### src/board_pkg.sv
////////////////////
// Shared widths, joystick types, status bit positions,
// aspect values and the colour widening function
////////////////////
package board_pkg;

    // Player count and joystick widths
    localparam int NUM_PLAYERS = 4;
    localparam int BOARD_JOYW  = 16;
    localparam int JOYW        = 10;

    typedef logic [BOARD_JOYW-1:0] board_joy_t;
    typedef logic [JOYW-1:0]       game_joy_t;
    typedef logic [1:0]            rotate_t;
    typedef logic [1:0]            fx_t;
    typedef logic [11:0]           aspect_t;

    // Buttons above the game field of a board joystick
    localparam int JOY_START_BIT   = 10;
    localparam int JOY_COIN_BIT    = 11;
    // Player 1 only
    localparam int JOY_SERVICE_BIT = 12;
    localparam int JOY_RESET_BIT   = 13;
    localparam int JOY_PAUSE_BIT   = 14;

    // OSD status word
    localparam int ST_ASPECT  = 1;
    localparam int ST_ROTATE  = 2;
    localparam int ST_FX_LO   = 3;   // effect level spans bits 4:3
    localparam int ST_FM_OFF  = 6;
    localparam int ST_PSG_OFF = 7;
    localparam int ST_TEST    = 10;
    localparam int ST_PAUSE   = 12;
    localparam int ST_FLIP    = 13;

    // HDMI aspect ratio terms
    localparam aspect_t ASPECT_WIDE_X = 12'd16;
    localparam aspect_t ASPECT_WIDE_Y = 12'd9;
    localparam aspect_t ASPECT_H_X    = 12'd4;
    localparam aspect_t ASPECT_H_Y    = 12'd3;
    localparam aspect_t ASPECT_V_X    = 12'd3;
    localparam aspect_t ASPECT_V_Y    = 12'd4;

    // Widen a w-bit channel, held in the low bits of c, to 8 bits.
    // The MSBs are repeated below the value to fill the LSBs.
    function automatic logic [7:0] color_extend8(input logic [7:0] c, input int w);
        logic [7:0] ext;
        for (int i = 0; i < 8; i++) begin
            ext[7-i] = c[w-1-(i%w)];
        end
        return ext;
    endfunction

endpackage

### src/board_reset.sv
////////////////////
// Global reset synchronizer and game reset stretcher
////////////////////
`timescale 1ns/1ps

module board_reset #(
    parameter int GAME_RST_HOLD = 16
) (
    input  logic clk_sys,
    input  logic rst_n,
    input  logic rst_req,
    input  logic downloading,
    input  logic soft_rst,
    input  logic dip_flip,
    output logic sys_rst_n,
    output logic game_rst_n
);
    localparam int CNTW = GAME_RST_HOLD > 1 ? $clog2(GAME_RST_HOLD) : 1;
    localparam logic [CNTW-1:0] HOLD_LOAD = CNTW'(GAME_RST_HOLD - 1);

    logic [1:0]      rst_sync;
    logic            flip_l;
    logic            cause;
    logic [CNTW-1:0] hold_cnt;

    // Two flops align the release with clk_sys
    always_ff @(posedge clk_sys or negedge rst_n) begin
        if (!rst_n) begin
            rst_sync <= 2'b00;
        end else begin
            rst_sync <= {rst_sync[0], 1'b1};
        end
    end

    assign sys_rst_n = rst_sync[1];

    // A flip change restarts the game as the screen layout changes
    assign cause = !sys_rst_n || downloading || rst_req || soft_rst || (dip_flip != flip_l);

    always_ff @(posedge clk_sys or negedge rst_n) begin
        if (!rst_n) begin
            flip_l     <= 1'b0;
            hold_cnt   <= HOLD_LOAD;
            game_rst_n <= 1'b0;
        end else begin
            flip_l <= dip_flip;
            if (cause) begin
                hold_cnt <= HOLD_LOAD;
            end else if (hold_cnt != '0) begin
                hold_cnt <= hold_cnt - 1'b1;
            end
            game_rst_n <= !cause && (hold_cnt == '0);
        end
    end

    a_no_game_during_download: assert property (
        @(posedge clk_sys) disable iff (!rst_n) downloading |=> !game_rst_n);

endmodule

### src/board_inputs.sv
////////////////////
// Board to game joystick mapping, coins, starts, service,
// soft reset and pause toggle, locked during downloads
////////////////////
`timescale 1ns/1ps

module board_inputs #(
    parameter bit GAME_INPUTS_ACTIVE_LOW = 1'b1
) (
    input  logic                            clk_sys,
    input  logic                            sys_rst_n,
    input  logic                            downloading,
    input  board_pkg::board_joy_t           board_joystick1,
    input  board_pkg::board_joy_t           board_joystick2,
    input  board_pkg::board_joy_t           board_joystick3,
    input  board_pkg::board_joy_t           board_joystick4,
    output board_pkg::game_joy_t            game_joystick1,
    output board_pkg::game_joy_t            game_joystick2,
    output board_pkg::game_joy_t            game_joystick3,
    output board_pkg::game_joy_t            game_joystick4,
    output logic [board_pkg::NUM_PLAYERS-1:0] game_coin,
    output logic [board_pkg::NUM_PLAYERS-1:0] game_start,
    output logic                            game_service,
    output logic                            soft_rst,
    output logic                            game_pause
);
    import board_pkg::*;

    // Idle level of the game side
    localparam game_joy_t JOY_IDLE = {JOYW{GAME_INPUTS_ACTIVE_LOW}};
    localparam logic [NUM_PLAYERS-1:0] BTN_IDLE = {NUM_PLAYERS{GAME_INPUTS_ACTIVE_LOW}};

    board_joy_t             board_joy [NUM_PLAYERS];
    board_joy_t             joy_lock  [NUM_PLAYERS];
    game_joy_t              joy_q     [NUM_PLAYERS];
    logic [NUM_PLAYERS-1:0] coin_raw;
    logic [NUM_PLAYERS-1:0] start_raw;
    logic                   rst_btn;
    logic                   rst_btn_l;
    logic                   pause_btn;
    logic                   pause_btn_l;

    assign board_joy[0] = board_joystick1;
    assign board_joy[1] = board_joystick2;
    assign board_joy[2] = board_joystick3;
    assign board_joy[3] = board_joystick4;

    // Downloads mask every button, so no edge is seen either
    always_comb begin
        for (int i = 0; i < NUM_PLAYERS; i++) begin
            joy_lock[i]  = downloading ? '0 : board_joy[i];
            coin_raw[i]  = joy_lock[i][JOY_COIN_BIT];
            start_raw[i] = joy_lock[i][JOY_START_BIT];
        end
    end

    assign rst_btn   = joy_lock[0][JOY_RESET_BIT];
    assign pause_btn = joy_lock[0][JOY_PAUSE_BIT];

    always_ff @(posedge clk_sys or negedge sys_rst_n) begin
        if (!sys_rst_n) begin
            for (int i = 0; i < NUM_PLAYERS; i++) begin
                joy_q[i] <= JOY_IDLE;
            end
            game_coin    <= BTN_IDLE;
            game_start   <= BTN_IDLE;
            game_service <= GAME_INPUTS_ACTIVE_LOW;
            rst_btn_l    <= 1'b0;
            pause_btn_l  <= 1'b0;
            soft_rst     <= 1'b0;
            game_pause   <= 1'b0;
        end else begin
            for (int i = 0; i < NUM_PLAYERS; i++) begin
                joy_q[i] <= joy_lock[i][JOYW-1:0] ^ JOY_IDLE;
            end
            game_coin    <= coin_raw ^ BTN_IDLE;
            game_start   <= start_raw ^ BTN_IDLE;
            game_service <= joy_lock[0][JOY_SERVICE_BIT] ^ GAME_INPUTS_ACTIVE_LOW;
            rst_btn_l    <= rst_btn;
            pause_btn_l  <= pause_btn;
            soft_rst     <= rst_btn & ~rst_btn_l;
            if (pause_btn && !pause_btn_l) begin
                game_pause <= ~game_pause;
            end
        end
    end

    assign game_joystick1 = joy_q[0];
    assign game_joystick2 = joy_q[1];
    assign game_joystick3 = joy_q[2];
    assign game_joystick4 = joy_q[3];

    a_soft_rst_pulse: assert property (
        @(posedge clk_sys) disable iff (!sys_rst_n) soft_rst |=> !soft_rst);

endmodule

### src/board_dip.sv
////////////////////
// OSD status word decoder for display, sound and game switches
////////////////////
`timescale 1ns/1ps

module board_dip (
    input  logic                 clk_sys,
    input  logic                 sys_rst_n,
    input  logic [31:0]          status,
    input  logic [6:0]           core_mod,
    input  logic                 game_pause,
    output board_pkg::rotate_t   rotate,
    output board_pkg::aspect_t   hdmi_arx,
    output board_pkg::aspect_t   hdmi_ary,
    output logic                 enable_fm,
    output logic                 enable_psg,
    output logic                 dip_test,
    output logic                 dip_pause,
    output logic                 dip_flip,
    output board_pkg::fx_t       dip_fxlevel
);
    import board_pkg::*;

    logic    tate;
    logic    rot_ctrl;
    aspect_t arx_nxt;
    aspect_t ary_nxt;

    // Vertical game flag from the core
    assign tate     = core_mod[0];
    assign rot_ctrl = status[ST_ROTATE];

    always_comb begin
        if (status[ST_ASPECT]) begin
            arx_nxt = ASPECT_WIDE_X;
            ary_nxt = ASPECT_WIDE_Y;
        end else if (tate && !rot_ctrl) begin
            // Unrotated vertical screen
            arx_nxt = ASPECT_V_X;
            ary_nxt = ASPECT_V_Y;
        end else begin
            arx_nxt = ASPECT_H_X;
            ary_nxt = ASPECT_H_Y;
        end
    end

    always_ff @(posedge clk_sys or negedge sys_rst_n) begin
        if (!sys_rst_n) begin
            rotate      <= '0;
            hdmi_arx    <= '0;
            hdmi_ary    <= '0;
            enable_fm   <= 1'b0;
            enable_psg  <= 1'b0;
            dip_test    <= 1'b0;
            dip_pause   <= 1'b0;
            dip_flip    <= 1'b0;
            dip_fxlevel <= '0;
        end else begin
            rotate      <= {status[ST_FLIP], rot_ctrl & tate};
            hdmi_arx    <= arx_nxt;
            hdmi_ary    <= ary_nxt;
            enable_fm   <= ~status[ST_FM_OFF];
            enable_psg  <= ~status[ST_PSG_OFF];
            dip_test    <= status[ST_TEST];
            dip_pause   <= status[ST_PAUSE] | game_pause;
            dip_flip    <= status[ST_FLIP];
            dip_fxlevel <= status[ST_FX_LO +: $bits(fx_t)];
        end
    end

endmodule

### src/board_led.sv
////////////////////
// Status LED with download blink
////////////////////
`timescale 1ns/1ps

module board_led (
    input  logic       clk_sys,
    input  logic       sys_rst_n,
    input  logic       LVBL,
    input  logic       downloading,
    input  logic       osd_shown,
    input  logic [1:0] game_led,
    output logic       led
);
    logic       lvbl_l;
    logic       vb_fall;
    logic [2:0] fall_cnt;
    logic       blink;
    logic       blink_nxt;

    assign vb_fall = lvbl_l & ~LVBL;

    // Flip once every eight frames
    assign blink_nxt = (downloading && vb_fall && fall_cnt == 3'd7) ? ~blink : blink;

    always_ff @(posedge clk_sys or negedge sys_rst_n) begin
        if (!sys_rst_n) begin
            lvbl_l   <= 1'b0;
            fall_cnt <= 3'd0;
            blink    <= 1'b0;
            led      <= 1'b0;
        end else begin
            lvbl_l <= LVBL;
            blink  <= blink_nxt;
            if (!downloading) begin
                fall_cnt <= 3'd0;
            end else if (vb_fall) begin
                fall_cnt <= fall_cnt + 3'd1;
            end
            // OSD first, then download, then the game
            if (osd_shown) begin
                led <= 1'b1;
            end else if (downloading) begin
                led <= blink_nxt;
            end else begin
                led <= game_led[0];
            end
        end
    end

endmodule

### src/board_video.sv
////////////////////
// Bandwidth filter, sync alignment and 8-bit colour extension
////////////////////
`timescale 1ns/1ps

module board_video #(
    parameter int COLORW = 4
) (
    input  logic              clk_sys,
    input  logic              sys_rst_n,
    input  logic              pxl_cen,
    input  logic [COLORW-1:0] game_r,
    input  logic [COLORW-1:0] game_g,
    input  logic [COLORW-1:0] game_b,
    input  logic              LHBL,
    input  logic              LVBL,
    input  logic              hs,
    input  logic              vs,
    input  logic              bw_en,
    output logic [7:0]        scan2x_r,
    output logic [7:0]        scan2x_g,
    output logic [7:0]        scan2x_b,
    output logic              scan2x_hs,
    output logic              scan2x_vs,
    output logic              scan2x_de,
    output logic              scan2x_cen
);
    import board_pkg::*;

    // Narrow colour gains one bit from the filter sum
    localparam int CLROUTW = COLORW < 5 ? COLORW + 1 : COLORW;
    localparam int NCH     = 3;

    logic [COLORW-1:0]  cur  [NCH];
    logic [COLORW-1:0]  prev [NCH];
    logic [COLORW:0]    sum  [NCH];
    logic [COLORW:0]    pln  [NCH];
    logic [CLROUTW-1:0] flt  [NCH];
    logic [CLROUTW-1:0] spl  [NCH];
    logic               spl_hs;
    logic               spl_vs;
    logic               spl_de;
    logic               cen_l;

    assign cur[0] = game_r;
    assign cur[1] = game_g;
    assign cur[2] = game_b;

    assign scan2x_cen = pxl_cen;

    always_comb begin
        for (int i = 0; i < NCH; i++) begin
            sum[i] = {1'b0, cur[i]} + {1'b0, prev[i]};
            pln[i] = {cur[i], 1'b0};
            flt[i] = bw_en ? sum[i][COLORW -: CLROUTW] : pln[i][COLORW -: CLROUTW];
        end
    end

    // First stage takes the sample on the pixel enable
    always_ff @(posedge clk_sys or negedge sys_rst_n) begin
        if (!sys_rst_n) begin
            for (int i = 0; i < NCH; i++) begin
                prev[i] <= '0;
                spl[i]  <= '0;
            end
            spl_hs <= 1'b0;
            spl_vs <= 1'b0;
            spl_de <= 1'b0;
            cen_l  <= 1'b0;
        end else begin
            cen_l <= pxl_cen;
            if (pxl_cen) begin
                for (int i = 0; i < NCH; i++) begin
                    prev[i] <= cur[i];
                    spl[i]  <= flt[i];
                end
                spl_hs <= hs;
                spl_vs <= vs;
                spl_de <= LHBL & LVBL;
            end
        end
    end

    // Output stage updates the cycle after each pixel enable
    always_ff @(posedge clk_sys or negedge sys_rst_n) begin
        if (!sys_rst_n) begin
            scan2x_r  <= 8'd0;
            scan2x_g  <= 8'd0;
            scan2x_b  <= 8'd0;
            scan2x_hs <= 1'b0;
            scan2x_vs <= 1'b0;
            scan2x_de <= 1'b0;
        end else if (cen_l) begin
            scan2x_r  <= color_extend8(8'(spl[0]), CLROUTW);
            scan2x_g  <= color_extend8(8'(spl[1]), CLROUTW);
            scan2x_b  <= color_extend8(8'(spl[2]), CLROUTW);
            scan2x_hs <= spl_hs;
            scan2x_vs <= spl_vs;
            scan2x_de <= spl_de;
        end
    end

    a_out_hold: assert property (
        @(posedge clk_sys) disable iff (!sys_rst_n)
        !pxl_cen |-> ##2 $stable({scan2x_r, scan2x_g, scan2x_b,
                                  scan2x_hs, scan2x_vs, scan2x_de}));

endmodule

### src/board_top.sv
////////////////////
// Arcade board frame top level
////////////////////
`timescale 1ns/1ps

module board_top #(
    parameter int COLORW                 = 4,
    parameter bit GAME_INPUTS_ACTIVE_LOW = 1'b1,
    parameter int GAME_RST_HOLD          = 16
) (
    input  logic                              clk_sys,
    input  logic                              rst_n,
    input  logic                              rst_req,
    input  logic                              downloading,
    output logic                              sys_rst_n,
    output logic                              game_rst_n,
    // Joysticks
    input  board_pkg::board_joy_t             board_joystick1,
    input  board_pkg::board_joy_t             board_joystick2,
    input  board_pkg::board_joy_t             board_joystick3,
    input  board_pkg::board_joy_t             board_joystick4,
    output board_pkg::game_joy_t              game_joystick1,
    output board_pkg::game_joy_t              game_joystick2,
    output board_pkg::game_joy_t              game_joystick3,
    output board_pkg::game_joy_t              game_joystick4,
    output logic [board_pkg::NUM_PLAYERS-1:0] game_coin,
    output logic [board_pkg::NUM_PLAYERS-1:0] game_start,
    output logic                              game_service,
    // DIP and OSD settings
    input  logic [31:0]                       status,
    input  logic [6:0]                        core_mod,
    output board_pkg::aspect_t                hdmi_arx,
    output board_pkg::aspect_t                hdmi_ary,
    output board_pkg::rotate_t                rotate,
    output logic                              enable_fm,
    output logic                              enable_psg,
    output logic                              dip_test,
    output logic                              dip_pause,
    output logic                              dip_flip,
    output board_pkg::fx_t                    dip_fxlevel,
    // LED
    input  logic                              osd_shown,
    input  logic [1:0]                        game_led,
    output logic                              led,
    // Base video
    input  logic [COLORW-1:0]                 game_r,
    input  logic [COLORW-1:0]                 game_g,
    input  logic [COLORW-1:0]                 game_b,
    input  logic                              LHBL,
    input  logic                              LVBL,
    input  logic                              hs,
    input  logic                              vs,
    input  logic                              pxl_cen,
    output logic [7:0]                        scan2x_r,
    output logic [7:0]                        scan2x_g,
    output logic [7:0]                        scan2x_b,
    output logic                              scan2x_hs,
    output logic                              scan2x_vs,
    output logic                              scan2x_de,
    output logic                              scan2x_cen
);
    logic soft_rst;
    logic game_pause;
    logic bw_en;

    // Upper effect level turns on the bandwidth filter
    assign bw_en = dip_fxlevel[1];

    // Port names match the local nets, so all blocks connect by name
    board_reset #(
        .GAME_RST_HOLD ( GAME_RST_HOLD )
    ) u_reset (.*);

    board_inputs #(
        .GAME_INPUTS_ACTIVE_LOW ( GAME_INPUTS_ACTIVE_LOW )
    ) u_inputs (.*);

    board_dip u_dip (.*);

    board_led u_led (.*);

    board_video #(
        .COLORW ( COLORW )
    ) u_video (.*);

endmodule

### config.mk
export PLATFORM = sky130hd
export DESIGN_NAME = board_top
export DESIGN_NICKNAME = d
export VERILOG_FILES = /design/src/board_pkg.sv /design/src/board_reset.sv /design/src/board_inputs.sv /design/src/board_dip.sv /design/src/board_led.sv /design/src/board_video.sv /design/src/board_top.sv
export SDC_FILE = /design/constraint.sdc
export NUM_CORES = 1
export LEC_CHECK = 0
export BUFFER_PORTS_ARGS = -buffer_cell sky130_fd_sc_hd__buf_4
export CORE_MARGIN = 2
export CORE_UTILIZATION = 43
export DETAILED_ROUTE_END_ITERATION = 12
export GPL_TIMING_DRIVEN = 0
export PLACE_DENSITY = 0.89
export SYNTH_ARGS = -nofsm -noshare
export SYNTH_HDL_FRONTEND = slang
export SYNTH_HIERARCHICAL = 1
export SYNTH_SLANG_ARGS = --single-unit
### constraint.sdc
create_clock -name clk_sys -period 3.7 [get_ports clk_sys]
set_clock_uncertainty 0.15 [all_clocks]
set_input_delay 0.185 -clock clk_sys [delete_from_list [all_inputs] [get_ports clk_sys]]
set_output_delay 0.185 -clock clk_sys [all_outputs]
set_load 0.02 [all_outputs]
* Yosys cells after proc, flatten, opt, wreduce, memory -nomap -nowiden *
Cells that the tools add are included.

storage, ports and cells
  register bits after elaboration = 158
  output and inout bits = 113

cells by class
  $add $sub $neg = 5
  eq/ne operators = 3
  mux-type cells = 18
  bitwise gates (word level) = 18
  reduce and logical (&&, ||, !) cells = 16

operators by type and width
  operator                                               count
  two-way mux 12 bit                                     4
  inverter 10 bit                                        4
  two-way mux 5 bit                                      4
  adder 4 x 4 -> 5 bit                                   3
  two-way mux 15 bit                                     1
  two-way mux 3 bit                                      4
  two-way mux 4 bit                                      2
  inverter 4 bit                                         2
  inverter 1 bit                                         7
  logical AND 1 bit                                      5
  AND 1 bit                                              4
  logical NOT 1 bit                                      4
  logical NOT 4 bit                                      1
  logical OR 1 bit                                       4
  nonzero test 4 bit                                     1
  subtractor 4 x 1 -> 4 bit, second input constant       1
  adder 3 x 1 -> 3 bit, second input constant            1
  equality test 3 bit, second input constant             1
  two-way mux 1 bit                                      3
  inequality test 2 x 1 -> 1 bit, second input constant  1
  nonzero test 2 bit                                     1
  inequality test 1 bit                                  1
  OR 1 bit                                               1

* Depth between registers and ports, before layout *
  depth in word-level cells = 7
  gate-level depth with buffers = 7

* By module *
The synthesis kept the hierarchy.

modules (own cells, without submodules)
  module        instances  cells an instance  area each (um2)  seq. area each (um2)
  board_video   1          202                2449.8           1226.2
  board_inputs  1          112                1749.2           1387.6
  board_dip     1          43                 505.5            300.3
  board_reset   1          31                 380.4            205.2
  board_led     1          24                 297.8            150.1

* Least setup slack after synthesis *
No wires, ideal clock.

  kind = register -> register
  start = register u_reset.rst_sync[1]
  end = register u_reset.game_rst_n
  setup time = 67 ps
  arrival time = 3879 ps
  data required time = 3483 ps
  setup slack = -396 ps
  stages on the path, launching flop included = 4
  buffers on the path = 0
  period minus slack after synthesis = 4096 ps
  cell sequence = dfrtp_1 -> nand2b_1 -> nor4_4 -> and3b_1

on the way
  word-level cells in the longest chain between the ends = 7

ends and longest elaborated chain
  element                             line               text
  start: declaration                  board_reset.sv:21  logic [1:0] rst_sync;
  start signal: assignment            board_reset.sv:31  rst_sync <= {rst_sync[0], 1'b1};
  logical NOT 1 bit (no source line)  -
  logical OR 1 bit (4 in series)      board_reset.sv:38  assign cause = !sys_rst_n || downloading || rst_req || soft_rst || (dip_flip != flip_l);
  logical NOT 1 bit                   board_reset.sv:52  game_rst_n <= !cause && (hold_cnt == '0);
  logical AND 1 bit                   board_reset.sv:52
  end signal: assignment              board_reset.sv:52
  end: declaration                    board_reset.sv:16  output logic game_rst_n

No other way between the ends.
A chain may end at the register's enable or synchronous reset.

* Worst setup path in the final report *
  start = register u_reset.rst_sync[1]
  end = register u_reset.hold_cnt[1]

on the way
  word-level cells in the longest chain between the ends = 6

ends and longest elaborated chain
  element                                                  line               text
  logical NOT 1 bit (no source line) (*)                   -
  logical OR 1 bit (*) (4 in series)                       board_reset.sv:38
  two-way mux 4 bit or nonzero test 2 bit (tied branches)  -
  end signal: assignment                                   board_reset.sv:50  hold_cnt <= hold_cnt - 1'b1;
  end: declaration                                         board_reset.sv:24  logic [CNTW-1:0] hold_cnt;

Every way passes the cells marked *; elsewhere a longest branch is shown, timed or not.

==> flow_summary.ini <==
[status]
status = finished, final reports clean

[clock_tree]
cts_buffers = 17
clk_latency_ns = 0.41
cts_setup_buffers = 0
path_clk_slew_ns = 0.06
cts_root_buf = clkbuf_16
h-tree-depth = 4
cts_sinks = 128
cts_buffer_depth = 2
cts_tree = built

[die]
num_io_pins = 240
die_h_um = 116
core_sq_mm = 0.0121
fp.dieArea_sq_mm = 0.0134
die_w_um = 116
rows = 40
initial_core_util_pct = 44.4

[critical_path]
worst-path-stages = 4
crit_buf_inv = 1
crit_arrival_ns = 2.61
r2r_start = u_reset/rst_sync[1]
slowest_stage = dfrtp_4
start_kind = flip-flop
endpoint_kind = flip-flop
cp.required_ns = 3.89
r2r-end = u_reset/hold_cnt[1]
cp_cell_sequence = nand2b_1 > nor4_4 > dlygate4sd3_1 > o21ai_1
criticalPathCategory = flip-flop to flip-flop
cp_top_family = flip-flops
regToRegSetupSlack_ns = 1.28
cp_max_fo = 66
rr_worst_depth = 4
critPathMaxStageDelay_ns = 0.97

[cells_and_area]
nets = 859
multi_input_area_sq_mm = 0.00172
diodes = 0
final.fill_count = 836
final_layout_size_suffix_gt1_share_pct = 46.6
areaGrowthSynthToFinish_pct = 57.2
ff_latch_area_sq_mm = 0.00327

[synth]
yosys.area.top_type_share_pct = 34.9
netlist-cell-type-count = 45
yosysTopAreaCell = dfrtp_1
synthCells = 412
ys_seq_elements = 128
netlist_area_sq_mm = 0.00538
ys_seq_area_share_pct = 60.7
synth_area_per_cell_sq_um = 13.1
synth_warnings = 6
synthTopCellsByArea = dfrtp_1, dfstp_2, mux2_2, nand2b_1, buf_4

[placement]
place_hpwl_um = 8750
port_buffers = 180
place.gp.congestion = 0.801
dpl_worst_slack_ns = 1.70

[global_routing]
grt_max_degree = 67
grt_pass1_wl_um = 22400
antenna_found_initial = 0
grt_usage_pct = 22.2
grt_pass1_vias = 4503
grt_remaining_overflow = 0

[timing]
setup_tns_ns = 0
clock.fmax_mhz = 413
finalHoldViolations = 0
worst_pin_slew_ns = 0.853
slew_violations = 0
hold_slack_ns = 0.0307
fin_ws_ns = 1.28
slew_headroom_pct = 43.1
finalSetupViolations = 0
period_share_pct = 65.5
grt_setup_unrepaired = no
min_period_ns = 2.42

[drt]
dr_wl_met3_um = 894
wl_um = 14500
top_layer_used = met4
wl_met1_um = 5400
routed-wl-met2_um = 7810
via_per_inst = 4.54
wl_per_cell_um = 16.2
vias = 4063
first_iter_violations = 208
dr.pass1.iters = 4
ant_nets = 0
drc = 0

[worst_hold_path]
hold_end = u_led/led
hold_path_depth = 4
min_path_type = input port to flip-flop
hold_path_startpoint = osd_shown

[power]
p_total_mw = 4.01
peakVddDrop_v = 0.000325
power.leakage_nw = 4.05
powerDensity_mw_per_mm2 = 474

[run]
cap_violations = 0
flip-flops by register name, indices dropped and copies added, names as in the netlist, 2 cells and up:
| signal | cells |
|---|---|
| u_video/spl | 15 |
| u_video/prev | 12 |
| u_inputs/game_joystick1 | 10 |
| u_inputs/game_joystick2 | 10 |
| u_inputs/game_joystick3 | 10 |
| u_inputs/game_joystick4 | 10 |
| u_video/scan2x_b | 5 |
| u_video/scan2x_g | 5 |
| u_video/scan2x_r | 5 |
| u_inputs/game_coin | 4 |
| u_inputs/game_start | 4 |
| u_reset/hold_cnt | 4 |
| u_dip/hdmi_arx | 3 |
| u_led/fall_cnt | 3 |
| u_dip/dip_fxlevel | 2 |
| u_reset/rst_sync | 2 |
area by class of cell:
class / count / area share [%]
plain buffers: 47 / 4.11
clock buffers: 27 / 6.09
clock inverters: 5 / 0.621
inverters: 26 / 1.15
multi-input cells: 226 / 20.4
flip-flops and latches: 128 / 38.7
well taps: 168 / 2.48
repair buffers: 267 / 26.5
per-layer routing:
metal	up-vias	GRT usage [%]
met5	-	0
li1	1896	-
met4	0	11.2
met2	148	39.3
met1	1992	23.9
met3	27	6.85
how the worst max path moves through the flow:
stage	start	slack (ns)	end
after CTS	u_reset/rst_sync[1]	1.23	u_reset/hold_cnt[1]
after floorplan	u_reset/rst_sync[1]	0.94	u_reset/game_rst_n
after global placement	u_reset/rst_sync[1]	0.45	u_reset/game_rst_n
final	u_reset/rst_sync[1]	1.28	u_reset/hold_cnt[1]
after detailed placement	u_reset/rst_sync[1]	1.70	u_reset/game_rst_n
after global routing	u_reset/rst_sync[1]	1.06	u_reset/hold_cnt[1]
power breakdown:
group | switching [mW] | total, mW | internal, mW | leakage, nW
logic | 0.368 | 0.779 | 0.411 | 2.32
registers | 0.0844 | 1.63 | 1.55 | 1.46
clock network | 0.574 | 1.59 | 1.02 | 0.276
per-stage QoR:
| stage | util, % | instance area [sq um] | cells |
|---|---|---|---|
| after floorplan | - | 5440 | 427 |
| after global placement | 57.8 | 7000 | 775 |
| after detailed placement | 58.1 | 7030 | 776 |
| after CTS | 69.9 | 8460 | 894 |
| after global routing | 69.9 | 8460 | 894 |
| final | 69.9 | 8460 | 894 |
cell usage in the layout, fill, tap and decap left out, types with 14 or more instances in the layout:
master,n
dfstp_2,53
o21ai_0,14
dlygate4sd3_1,86
nand2b_1,50
buf_4,212
inv_1,26
mux2_2,28
conb_1,17
clkbuf_16,19
ha_1,16
dfrtp_1,74
synthesized netlist by cell type, drive strengths merged:
| cell | instances |
|---|---|
| a21o | 3 |
| dfstp | 53 |
| o22ai | 3 |
| conb | 2 |
| nand3b | 3 |
| or2 | 1 |
| dfrtp | 75 |
| nor3 | 2 |
| nor2 | 8 |
| nand3 | 5 |
| nor3b | 1 |
| nand2b | 52 |
| mux2i | 11 |
| or2b | 1 |
| ha | 16 |
| nand2 | 5 |
| or3b | 1 |
| and3b | 4 |
| and2b | 2 |
| mux2 | 30 |
| o211ai | 4 |
| o21ai | 15 |
| nor4 | 1 |
| nor2b | 10 |
| and3 | 1 |
| xnor2 | 6 |
| nand4b | 1 |
| a21oi | 11 |
| o311a | 1 |
| xor2 | 2 |
| nand4 | 3 |
| clkbuf | 4 |
| inv | 26 |
| buf | 43 |
| fa | 3 |
| and2 | 3 |
tightest hold or removal path: stages:
cell	delay, ns
buf_4	0.08
inv_1	0.03
o311a_1	0.11
a21oi_1	0.13
timing repair:
item                                   CTS  global route
gates resized for setup                  0             0
hold buffers                            86             0
endpoints found under the hold margin  107             0
cells by family (layout without fill, tap and decap cells):
kind of cell               after synthesis  count (layout)  synth area share (%)
buffers and inverters                   73             372                  8.27
xor gates and xnor gates                 8               8                  1.30
DFF                                    128             128                  60.7
other                                    2              17                 0.140
adders and majority gates               19              19                  4.83
muxes                                   41              41                  8.39
AOI/OAI and AO/OA                       37              37                  4.00
and+or+nand+nor                        104             104                  12.3
Note: power is estimated with default switching activity, not from simulation.
